`src/verilog/beat_pkg.sv`:
```
`default_nettype none

// ******************************
// beat format and buffer sizing
// ******************************
package beat_pkg;

  // summary widths, also the lane widths of a beat
  localparam int SUM_W = 32;
  localparam int PAR_W = 8;

  // lanes per 128-bit beat
  localparam int BEAT_DW    = 4;
  localparam int BEAT_BYTES = 16;

  // one beat, read as dwords for the sum and as bytes for parity
  typedef union packed {
    logic [BEAT_DW-1:0][SUM_W-1:0]    dw;
    logic [BEAT_BYTES-1:0][PAR_W-1:0] b;
  } beat_t;

  // beat buffer
  localparam int FIFO_DEPTH = 16;
  localparam int FIFO_PTR_W = 4;

endpackage

`default_nettype wire

```
`src/verilog/axi_rd_pkg.sv`:
```
`default_nettype none

// ******************************
// axi4 read channel constants
// ******************************
package axi_rd_pkg;

  // bus widths
  localparam int AXI_ADDR_W = 32;
  localparam int AXI_DATA_W = 128;
  localparam int AXI_ID_W   = 4;

  // fixed id, no reordering needed
  localparam logic [AXI_ID_W-1:0] AXI_RD_ID = 4'd1;

  // burst shape: 8 beats of 16 bytes, incrementing
  localparam logic [7:0] AXI_BURST_LEN  = 8'd7;
  localparam logic [2:0] AXI_SIZE_CODE  = 3'd4;
  localparam logic [1:0] AXI_BURST_INCR = 2'd1;

  // address walk, 64 bursts then back to 0
  localparam logic [AXI_ADDR_W-1:0] AXI_ADDR_STEP = 32'd128;
  localparam logic [AXI_ADDR_W-1:0] AXI_ADDR_LAST = 32'd8064;

  localparam logic [1:0] AXI_RESP_OKAY = 2'd0;

endpackage

`default_nettype wire
```
`src/verilog/burst_fetch_top.sv`:
```
`default_nettype none

module burst_fetch_top
  import axi_rd_pkg::*;
  import beat_pkg::*;
(
  input  wire                   clk,
  input  wire                   rst_n,
  input  wire                   i_start,
  input  wire                   i_hold,
  // axi read port
  input  wire                   i_arready,
  output logic                  o_arvalid,
  output logic [AXI_ADDR_W-1:0] o_araddr,
  output logic [7:0]            o_arlen,
  output logic [2:0]            o_arsize,
  output logic [1:0]            o_arburst,
  output logic [AXI_ID_W-1:0]   o_arid,
  output logic [3:0]            o_arcache,
  output logic [2:0]            o_arprot,
  output logic                  o_arlock,
  input  wire                   i_rvalid,
  input  wire  [AXI_DATA_W-1:0] i_rdata,
  input  wire                   i_rlast,
  input  wire  [1:0]            i_rresp,
  output logic                  o_rready,
  output logic                  o_busy,
  // burst summary
  output logic [SUM_W-1:0]      o_sum,
  output logic [PAR_W-1:0]      o_parity,
  output logic [AXI_ADDR_W-1:0] o_sum_addr,
  output logic                  o_sum_err,
  output logic                  o_sum_valid
);

  // reader to fifo
  logic  push;
  beat_t push_beat;
  logic  push_last;
  logic  push_err;
  logic  fifo_full;

  // fifo to summarizer
  logic  pop;
  beat_t head_beat;
  logic  head_last;
  logic  head_err;
  logic  fifo_empty;

  axi_burst_reader axi_burst_reader_inst (
    .clk         (clk),
    .rst_n       (rst_n),
    .i_start     (i_start),
    .i_arready   (i_arready),
    .o_arvalid   (o_arvalid),
    .o_araddr    (o_araddr),
    .o_arlen     (o_arlen),
    .o_arsize    (o_arsize),
    .o_arburst   (o_arburst),
    .o_arid      (o_arid),
    .o_arcache   (o_arcache),
    .o_arprot    (o_arprot),
    .o_arlock    (o_arlock),
    .i_rvalid    (i_rvalid),
    .i_rdata     (i_rdata),
    .i_rlast     (i_rlast),
    .i_rresp     (i_rresp),
    .o_rready    (o_rready),
    .i_fifo_full (fifo_full),
    .o_push      (push),
    .o_push_beat (push_beat),
    .o_push_last (push_last),
    .o_push_err  (push_err),
    .o_busy      (o_busy)
  );

  beat_fifo beat_fifo_inst (
    .clk         (clk),
    .rst_n       (rst_n),
    .i_push      (push),
    .i_push_beat (push_beat),
    .i_push_last (push_last),
    .i_push_err  (push_err),
    .i_pop       (pop),
    .o_head_beat (head_beat),
    .o_head_last (head_last),
    .o_head_err  (head_err),
    .o_empty     (fifo_empty),
    .o_full      (fifo_full)
  );

  burst_summarizer burst_summarizer_inst (
    .clk         (clk),
    .rst_n       (rst_n),
    .i_hold      (i_hold),
    .i_empty     (fifo_empty),
    .i_head_beat (head_beat),
    .i_head_last (head_last),
    .i_head_err  (head_err),
    .o_pop       (pop),
    .o_sum       (o_sum),
    .o_parity    (o_parity),
    .o_sum_addr  (o_sum_addr),
    .o_sum_err   (o_sum_err),
    .o_sum_valid (o_sum_valid)
  );

endmodule

`default_nettype wire

```
`src/verilog/burst_summarizer.sv`:
```
`default_nettype none

module burst_summarizer
  import axi_rd_pkg::*;
  import beat_pkg::*;
(
  input  wire                   clk,
  input  wire                   rst_n,
  input  wire                   i_hold,
  input  wire                   i_empty,
  input  wire beat_t            i_head_beat,
  input  wire                   i_head_last,
  input  wire                   i_head_err,
  output logic                  o_pop,
  output logic [SUM_W-1:0]      o_sum,
  output logic [PAR_W-1:0]      o_parity,
  output logic [AXI_ADDR_W-1:0] o_sum_addr,
  output logic                  o_sum_err,
  output logic                  o_sum_valid
);

  logic [SUM_W-1:0]      beat_sum;
  logic [PAR_W-1:0]      beat_par;
  logic [SUM_W-1:0]      sum_acc;
  logic [PAR_W-1:0]      par_acc;
  logic                  err_acc;
  logic [AXI_ADDR_W-1:0] addr_q;
  logic                  pop_last;

  assign o_pop    = ~i_empty & ~i_hold;
  assign pop_last = o_pop & i_head_last;

  // per-beat reduction of the head
  always_comb begin
    beat_sum = '0;
    beat_par = '0;
    for (int i = 0; i < BEAT_DW; i++) begin
      beat_sum = beat_sum + i_head_beat.dw[i];
    end
    for (int j = 0; j < BEAT_BYTES; j++) begin
      beat_par = beat_par ^ i_head_beat.b[j];
    end
  end

  // ******************************
  // accumulators
  // ******************************
  always_ff @(posedge clk or negedge rst_n) begin
    if (!rst_n) begin
      sum_acc     <= '0;
      par_acc     <= '0;
      err_acc     <= 1'b0;
      addr_q      <= '0;
      o_sum_valid <= 1'b0;
    end else begin
      o_sum_valid <= pop_last;
      if (pop_last) begin
        sum_acc <= '0;
        par_acc <= '0;
        err_acc <= 1'b0;
        // same walk as the reader, so no address rides in the fifo
        if (addr_q == AXI_ADDR_LAST) begin
          addr_q <= '0;
        end else begin
          addr_q <= addr_q + AXI_ADDR_STEP;
        end
      end else if (o_pop) begin
        sum_acc <= sum_acc + beat_sum;
        par_acc <= par_acc ^ beat_par;
        err_acc <= err_acc | i_head_err;
      end
    end
  end

  // burst result, includes the last beat
  always_ff @(posedge clk) begin
    if (pop_last) begin
      o_sum      <= sum_acc + beat_sum;
      o_parity   <= par_acc ^ beat_par;
      o_sum_err  <= err_acc | i_head_err;
      o_sum_addr <= addr_q;
    end
  end

endmodule

`default_nettype wire

```
`src/verilog/beat_fifo.sv`:
```
`default_nettype none

module beat_fifo
  import beat_pkg::*;
(
  input  wire          clk,
  input  wire          rst_n,
  input  wire          i_push,
  input  wire beat_t   i_push_beat,
  input  wire          i_push_last,
  input  wire          i_push_err,
  input  wire          i_pop,
  output beat_t        o_head_beat,
  output logic         o_head_last,
  output logic         o_head_err,
  output logic         o_empty,
  output logic         o_full
);

  beat_t                 mem_beat [FIFO_DEPTH];
  logic                  mem_last [FIFO_DEPTH];
  logic                  mem_err  [FIFO_DEPTH];
  logic [FIFO_PTR_W-1:0] wr_ptr;
  logic [FIFO_PTR_W-1:0] rd_ptr;
  logic [FIFO_PTR_W:0]   count;
  logic [FIFO_PTR_W:0]   count_nxt;
  logic                  do_push;
  logic                  do_pop;

  assign do_push = i_push & ~o_full;
  assign do_pop  = i_pop & ~o_empty;

  always_comb begin
    count_nxt = count;
    if (do_push && !do_pop) begin
      count_nxt = count + 1'b1;
    end else if (do_pop && !do_push) begin
      count_nxt = count - 1'b1;
    end
  end

  // ******************************
  // pointers and flags
  // ******************************
  // full comes up high in reset so no beat is taken before the first clock
  always_ff @(posedge clk or negedge rst_n) begin
    if (!rst_n) begin
      wr_ptr  <= '0;
      rd_ptr  <= '0;
      count   <= '0;
      o_full  <= 1'b1;
      o_empty <= 1'b1;
    end else begin
      if (do_push) begin
        wr_ptr <= wr_ptr + 1'b1;
      end
      if (do_pop) begin
        rd_ptr <= rd_ptr + 1'b1;
      end
      count   <= count_nxt;
      o_full  <= (count_nxt == (FIFO_PTR_W + 1)'(FIFO_DEPTH));
      o_empty <= (count_nxt == '0);
    end
  end

  // storage
  always_ff @(posedge clk) begin
    if (do_push) begin
      mem_beat[wr_ptr] <= i_push_beat;
      mem_last[wr_ptr] <= i_push_last;
      mem_err[wr_ptr]  <= i_push_err;
    end
  end

  // fall-through head
  assign o_head_beat = mem_beat[rd_ptr];
  assign o_head_last = mem_last[rd_ptr];
  assign o_head_err  = mem_err[rd_ptr];

endmodule

`default_nettype wire

```
`src/verilog/axi_burst_reader.sv`:
```
`default_nettype none

module axi_burst_reader
  import axi_rd_pkg::*;
  import beat_pkg::*;
(
  input  wire                   clk,
  input  wire                   rst_n,
  input  wire                   i_start,
  // ar channel
  input  wire                   i_arready,
  output logic                  o_arvalid,
  output logic [AXI_ADDR_W-1:0] o_araddr,
  output logic [7:0]            o_arlen,
  output logic [2:0]            o_arsize,
  output logic [1:0]            o_arburst,
  output logic [AXI_ID_W-1:0]   o_arid,
  output logic [3:0]            o_arcache,
  output logic [2:0]            o_arprot,
  output logic                  o_arlock,
  // r channel
  input  wire                   i_rvalid,
  input  wire  [AXI_DATA_W-1:0] i_rdata,
  input  wire                   i_rlast,
  input  wire  [1:0]            i_rresp,
  output logic                  o_rready,
  // beat fifo side
  input  wire                   i_fifo_full,
  output logic                  o_push,
  output beat_t                 o_push_beat,
  output logic                  o_push_last,
  output logic                  o_push_err,
  output logic                  o_busy
);

  // controller: idle when both flags low, address phase on o_arvalid,
  // data phase on data_phase
  logic data_phase;
  logic beat_acc;
  logic burst_done;

  // fixed burst shape
  assign o_arlen   = AXI_BURST_LEN;
  assign o_arsize  = AXI_SIZE_CODE;
  assign o_arburst = AXI_BURST_INCR;
  assign o_arid    = AXI_RD_ID;
  assign o_arcache = 4'd0;
  assign o_arprot  = 3'd0;
  assign o_arlock  = 1'b0;

  // take beats only while the fifo has room
  assign o_rready   = ~i_fifo_full;
  assign beat_acc   = i_rvalid & o_rready;
  assign burst_done = data_phase & beat_acc & i_rlast;

  // ******************************
  // ar / r sequencing
  // ******************************
  always_ff @(posedge clk or negedge rst_n) begin
    if (!rst_n) begin
      o_arvalid  <= 1'b0;
      data_phase <= 1'b0;
    end else if (o_arvalid) begin
      // hold address until the slave takes it
      if (i_arready) begin
        o_arvalid  <= 1'b0;
        data_phase <= 1'b1;
      end
    end else if (data_phase) begin
      if (burst_done) begin
        data_phase <= 1'b0;
      end
    end else if (i_start) begin
      o_arvalid <= 1'b1;
    end
  end

  // next burst address, wraps after the last one
  always_ff @(posedge clk or negedge rst_n) begin
    if (!rst_n) begin
      o_araddr <= '0;
    end else if (burst_done) begin
      if (o_araddr == AXI_ADDR_LAST) begin
        o_araddr <= '0;
      end else begin
        o_araddr <= o_araddr + AXI_ADDR_STEP;
      end
    end
  end

  // beat forwarding
  assign o_push      = beat_acc;
  assign o_push_beat = i_rdata;
  assign o_push_last = i_rlast;
  assign o_push_err  = (i_rresp != AXI_RESP_OKAY);

  assign o_busy = o_arvalid | data_phase;

endmodule

`default_nettype wire

```
`config.mk`:
```
export PLATFORM = sky130hd
export DESIGN_NAME = burst_fetch_top
export DESIGN_NICKNAME = d
export VERILOG_FILES = /design/src/verilog/beat_pkg.sv /design/src/verilog/axi_rd_pkg.sv /design/src/verilog/burst_fetch_top.sv /design/src/verilog/burst_summarizer.sv /design/src/verilog/beat_fifo.sv /design/src/verilog/axi_burst_reader.sv
export SDC_FILE = /design/constraint.sdc
export NUM_CORES = 2
export LEC_CHECK = 0
export ABC_AREA = 1
export BUFFER_PORTS_ARGS = -buffer_cell sky130_fd_sc_hd__buf_4
export CORE_MARGIN = 10
export CORE_UTILIZATION = 55
export CTS_CLUSTER_DIAMETER = 200
export DETAILED_ROUTE_END_ITERATION = 12
export PLACE_DENSITY_LB_ADDON = 0.3
export SLEW_MARGIN = 20
export SYNTH_ARGS = -nofsm -noshare
export SYNTH_HDL_FRONTEND = slang
export SYNTH_SLANG_ARGS = --single-unit
```
`constraint.sdc`:
```
create_clock -name clk -period 6.6 [get_ports clk]
set_input_delay 1.98 -clock clk [delete_from_list [all_inputs] [get_ports clk]]
set_output_delay 1.98 -clock clk [all_outputs]
set_load 0.01 [all_outputs]
```
-- Word level (Yosys, flattened, before mapping)
Memories as Yosys holds them, arrays and structs flattened.
Index checks and enable logic that the tools add are counted.
- $add $sub $neg: 10
- equality and inequality tests: 4
- mux-type cells: 20
- bitwise operators: 28
- reductions and logical operators: 7
- operator list (cell ; count):
    32-bit adder ; 4
    32-bit two-way mux ; 4
    8-bit XOR ; 16
    32-bit by 8-bit adder with 32-bit output, second input constant ; 2
    32-bit by 13-bit == test with 1-bit output, second input constant ; 2
    8-bit two-way mux ; 2
    1-bit two-way mux ; 12
    5-bit two-way mux ; 2
    4-bit by 1-bit adder with 4-bit output, second input constant ; 2
    1-bit AND ; 7
    5-bit by 1-bit adder with 5-bit output, second input constant ; 1
    5-bit == test, second input constant ; 1
    5-bit logical NOT ; 1
    5-bit by 1-bit subtractor with 5-bit output, second input constant ; 1
    2-bit nonzero test ; 2
    1-bit inverter ; 3
    1-bit logical AND ; 2
    1-bit logical NOT ; 2
    2-bit != test, second input constant ; 1
    1-bit bitwise OR ; 2
- register bits: 196
- bits in writable memories: 2080
- input bits: 137
- output and inout bits: 134
- memories kept: 3
- memories (memory ; words ; bits a word ; read ports ; clocked after Yosys merged registers in ; wr ports ; line ; RTL):
    beat_fifo_inst.mem_beat ; 16 ; 128 ; 1 ; 0 ; 1 ; beat_fifo.sv:20 ; beat_t mem_beat [FIFO_DEPTH];
    beat_fifo_inst.mem_err ; 16 ; 1 ; 1 ; 0 ; 1 ; beat_fifo.sv:22 ; logic mem_err [FIFO_DEPTH];
    beat_fifo_inst.mem_last ; 16 ; 1 ; 1 ; 0 ; 1 ; beat_fifo.sv:21 ; logic mem_last [FIFO_DEPTH];

-- Logic depth before layout (Yosys ltp)
An unclocked memory read counts as a cell.
- depth in word-level cells: 19
- mapped depth: 32

-- By module
Synthesis repeated with hierarchy kept, for this count alone.
- cells, all modules: 8266
- area, all modules: 97065.6 um^2
- by module, submodules not included (module ; times used ; cells an instance ; area each (um^2) ; seq. area each (um^2)):
    beat_fifo ; 1 ; 6235 ; 82100.0 ; 62837.8
    burst_summarizer ; 1 ; 1610 ; 12046.6 ; 3658.5
    axi_burst_reader ; 1 ; 421 ; 2919.0 ; 675.6

-- Worst setup path before layout
Ideal clock, no wire load.
- path kind: in2reg
- start: in i_rvalid
- end: mem beat_fifo_inst.mem_beat[11][0] in the netlist's numbering, enable pin
- setup time: 0.621 ns
- arrival time: 7.738 ns
- required time: 5.979 ns
- setup slack: -1.759 ns
- cell stages on the path: 4
- path through: nand2_1 -> clkinv_1 -> nand2_1 -> nor2_1
- word-level cells in the longest chain between the ends: 4
- ends and longest elaborated chain (element ; line ; RTL):
    start, declared ; burst_fetch_top.sv:22 ; input wire i_rvalid,
    1-bit AND ; axi_burst_reader.sv:53 ; assign beat_acc = i_rvalid & o_rready;
    1-bit AND ; beat_fifo.sv:30 ; assign do_push = i_push & ~o_full;
    1-bit two-way mux ; beat_fifo.sv:68 ; if (do_push) begin
    1-bit two-way mux (not written as such) ; beat_fifo.sv:69 ; mem_beat[wr_ptr] <= i_push_beat;
    end, declared ; beat_fifo.sv:20 ;
No other way between the ends.

-- Worst setup path after layout
- start: reg beat_fifo_inst.rd_ptr[0]
- end: reg burst_summarizer_inst.o_sum[23], data pin
- word-level cells in the longest chain between the ends: 5
- ends and longest elaborated chain (element ; line ; RTL):
    start, declared ; beat_fifo.sv:24 ; logic [FIFO_PTR_W-1:0] rd_ptr;
    start signal, assigned ; beat_fifo.sv:58 ; rd_ptr <= rd_ptr + 1'b1;
    memory 16 x 128 bit (*) ; - ;
    32-bit adder (2 in a row) ; burst_summarizer.sv:38 ; beat_sum = beat_sum + i_head_beat.dw[i];
    32-bit adder (*) ; burst_summarizer.sv:38 ;
    32-bit adder (*) ; burst_summarizer.sv:78 ; o_sum <= sum_acc + beat_sum;
    end signal, assigned ; burst_summarizer.sv:78 ;
    end, declared ; burst_summarizer.sv:15 ; output logic [SUM_W-1:0] o_sum,
Mark *: on every way between the ends. The rest lies on a longest branch, timed or not.
A chain may end at the register's enable or synchronous reset.

==> key figures <==
STA
  – Slew HR: 19.6%
  – Worst setup margin: 0.214 ns
  – Minimum clock period: 6.39 ns
  – Setup Viol. Count Final: 0
  – RSZ-0062 raised after global routing: false
  – Fin. Hold Viols: 0
  – Hold_ws: 0.453 ns
  – Clk_skew: 0.0586 ns
  – FMAX: 157 MHz
  – Slew Limit Fails: 0
  – Crit share post-route: 96.8%
  – Actual slew at the worst max-slew pin: 1.20 ns

Yosys
  – Largest family of logic cells by synthesized area: simple AND/OR/NAND/NOR gates
  – Top FF cell, synth: edfxtp_1
  – Post-synth EDFFs: 2146
  – Syn Inst Count: 8315
  – Share of the synthesized area in the top cell type: 67.2%
  – Area leader, netlist: edfxtp_1
  – Post-synth ARST share: 4.83%
  – Top-count cell post-synth: edfxtp_1
  – Post-synthesis compound-gate area fraction: 6.81%
  – Syn_area_per_cell: 11.5 sq um
  – Most instantiated cells after synthesis: edfxtp_1, nand2_1, nor2_1
  – Seq/Total Area, Yosys: 70.0%
  – Post-synthesis mux area share: 0.0104%
  – Distinct cells, synth: 53
  – Largest cells by area after synthesis: edfxtp_1, nand2_1, nor2_1, dfrtp_1, nand3_1
  – Post-Synth Adder-Cell Area: 2.46%
  – Register bit count reported by yosys: 2255
  – Synthesis Warnings: 0
  – Post-synthesis simple-gate area fraction: 15.1%
  – Synth Area in XOR/XNOR: 0.813%
  – Synth Cell Area: 0.0959 sq mm

Critical path
  – Most used cell along the critical path: inv_1
  – Crit-path leading delay family: adder cells
  – Flop2flop setup slack: 0.21 ns
  – Nature of the critical path endpoint: flip-flop
  – Critical path data required time: 7.34 ns
  – Worst Path Buf+Inv: 7
  – CP Data Arrival Time: 7.13 ns
  – Slowest-stage cell, CP: dfrtp_4
  – CP Max Fanout: 86
  – Setup CP Type: reg -> reg
  – Longest individual stage delay on the worst path: 0.59 ns
  – CP startpoint kind: flip-flop
  – Worst path cell trace: buf_12, buf_12, nor2_1, nor2_1, o21ai_0, nand3_1, nand2_1, nand2_1, inv_1, fa_1, inv_1, fa_1, inv_1, fa_1, inv_1, ha_1, nand4_1, nor2_1, nand4_1, nand3_1, nand3_1, nand2_1, xor2_1, buf_4

Floorplan
  – Initial Utilization: 55.2%
  – Core area: 0.174 sq mm
  – Chip Width: 438 um
  – Row count: 153
  – # IOs: 271
  – Die Area: 0.191 sq mm
  – Die H: 438 um

Placed design
  – Dpl hpwl: 158 mm
  – Worst slack at placement: 0.232 ns
  – I/O Buffers: 231
  – Placer Congestion: 0.937

Final layout
  – Area delta synth->final: 12.8%
  – Share of post-route cells with drive strength above 1: 9.23%
  – Fillers: 12956
  – Post-layout util: 62.3%
  – Fin nets: 8829

Clocking
  – Max Root-Sink Buffers: 3
  – Worst-path clk slew: 0.06 ns
  – Hold_buf cts: 0
  – Post-CTS setup buffers: 0
  – Worst-skew pair later-pin latency: 0.89 ns
  – Post-CTS sizing: 0
  – Htree depth: 4
  – Clock root buffer: clkbuf_16
  – Num CTS Buffers: 218
  – CTS tree: yes
  – Clock Sinks: 2255

Status
  – Status: completed

Global route
  – Pin count of the biggest net entering global routing: 137
  – Grt ovf: 0
  – Initial antenna violation count: 19
  – GRT Util Overall: 27.4%
  – First-pass GRT wire length: 397 mm
  – Vias in the first global route: 61594

Drt
  – Vias: 64753
  – Routed wire length: 270 mm
  – Pre-Repair DR Iteration Count: 6
  – DR WL/cell: 24.4 um
  – Initial DRC Count: 7781
  – Antenna-violating nets left: 0
  – DRC: 0
  – Vias per inst: 5.84

Job
  – Max-cap violations: 0

Min path
  – Worst min-delay path class: reg -> reg
-- routing by layer --
metal / global-route usage (%) / part of all wire [%] / wire length, um
met5: 0 / 0.034 / 91
met4: 10.9 / 4.0 / 10800
met3: 5.18 / 10 / 27400
met2: 43.5 / 47 / 126000
met1: 37.7 / 39 / 105000
-- cell usage in the layout (no fill, tap or decap), types with 6 or more instances in the layout --
cell type / instances
edfxtp_1: 2146
nand2_1: 2115
nor2_1: 811
inv_1: 559
nand3_1: 534
o21ai_0: 490
a21oi_1: 415
buf_4: 351
clkbuf_16: 220
o211ai_1: 127
dfrtp_1: 103
fa_1: 92
buf_12: 86
o21ai_1: 73
xor2_1: 61
clkbuf_1: 53
clkinv_1: 50
o22ai_1: 48
ha_1: 41
clkinv_2: 40
conb_1: 39
nand4_1: 36
nor3_1: 28
xnor2_1: 27
nor4_1: 22
a31oi_1: 19
bufinv_16: 18
nor2_4: 17
inv_2: 17
diode_2: 9
inv_6: 8
or2_2: 8
clkinvlp_4: 8
nand3b_1: 7
and2_1: 6
-- registers in the layout, summed over array words and instances, names as in the netlist, 5 cells and up --
name                              flops
axi_burst_reader_inst.o_araddr       25
beat_fifo_inst.count                  5
beat_fifo_inst.mem_beat            2048
beat_fifo_inst.mem_err               16
beat_fifo_inst.mem_last              16
burst_summarizer_inst.addr_q         25
burst_summarizer_inst.o_parity        8
burst_summarizer_inst.o_sum          32
burst_summarizer_inst.o_sum_addr     25
burst_summarizer_inst.par_acc         8
burst_summarizer_inst.sum_acc        32
-- final timing paths --
check                                                  from                                   end  depth (start not counted)
hold / removal             burst_summarizer_inst.addr_q[30]  burst_summarizer_inst.o_sum_addr[30]                          0
min in group asynchronous                             rst_n              beat_fifo_inst.wr_ptr[2]                          1
setup reg to reg                   beat_fifo_inst.rd_ptr[0]       burst_summarizer_inst.o_sum[23]                         24
setup / recovery                   beat_fifo_inst.rd_ptr[0]       burst_summarizer_inst.o_sum[23]                         24
max in group asynchronous                             rst_n              beat_fifo_inst.rd_ptr[1]                          2
hold reg to reg            burst_summarizer_inst.addr_q[30]  burst_summarizer_inst.o_sum_addr[30]                          0
-- cell families (layout without fill, tap and decap cells) --
group,Yosys count,in the layout
AO/OA/AOI/OAI,1205,1205
XOR/XNOR,89,89
adder cells (fa/ha/maj),133,133
buffers and inverters,1035,1429
flip-flops,2255,2255
multiplexers,1,1
other,2,48
AND/OR/NAND/NOR,3595,3595
-- layout make-up --
cell class	count	area, sq um	share of cell area, %
Sequential cell	2255	67200	62.1
Multi-Input combinational cell	5062	24400	22.6
Clock buffer	276	5750	5.31
Timing Repair Buffer	438	4370	4.04
Tap cell	2325	2910	2.69
Inverter	584	2230	2.06
Clock inverter	131	1280	1.19
Antenna cell	9	22.5	0.0208
-- stage by stage --
stage | std cells | setup TNS (ns) | cell area (sq um)
2_1_floorplan | 8352 | -2285.15 | 96100
3_3_place_gp | 10664 | 0 | 101000
3_5_place_dp | 10664 | 0 | 101000
4_1_cts | 11071 | 0 | 108000
5_1_grt | 11078 | 0 | 108000
6_report | 11080 | 0 | 108000
Power is not shown: default switching activity piles up to over one toggle a cycle in this logic, so the estimate is an artifact.
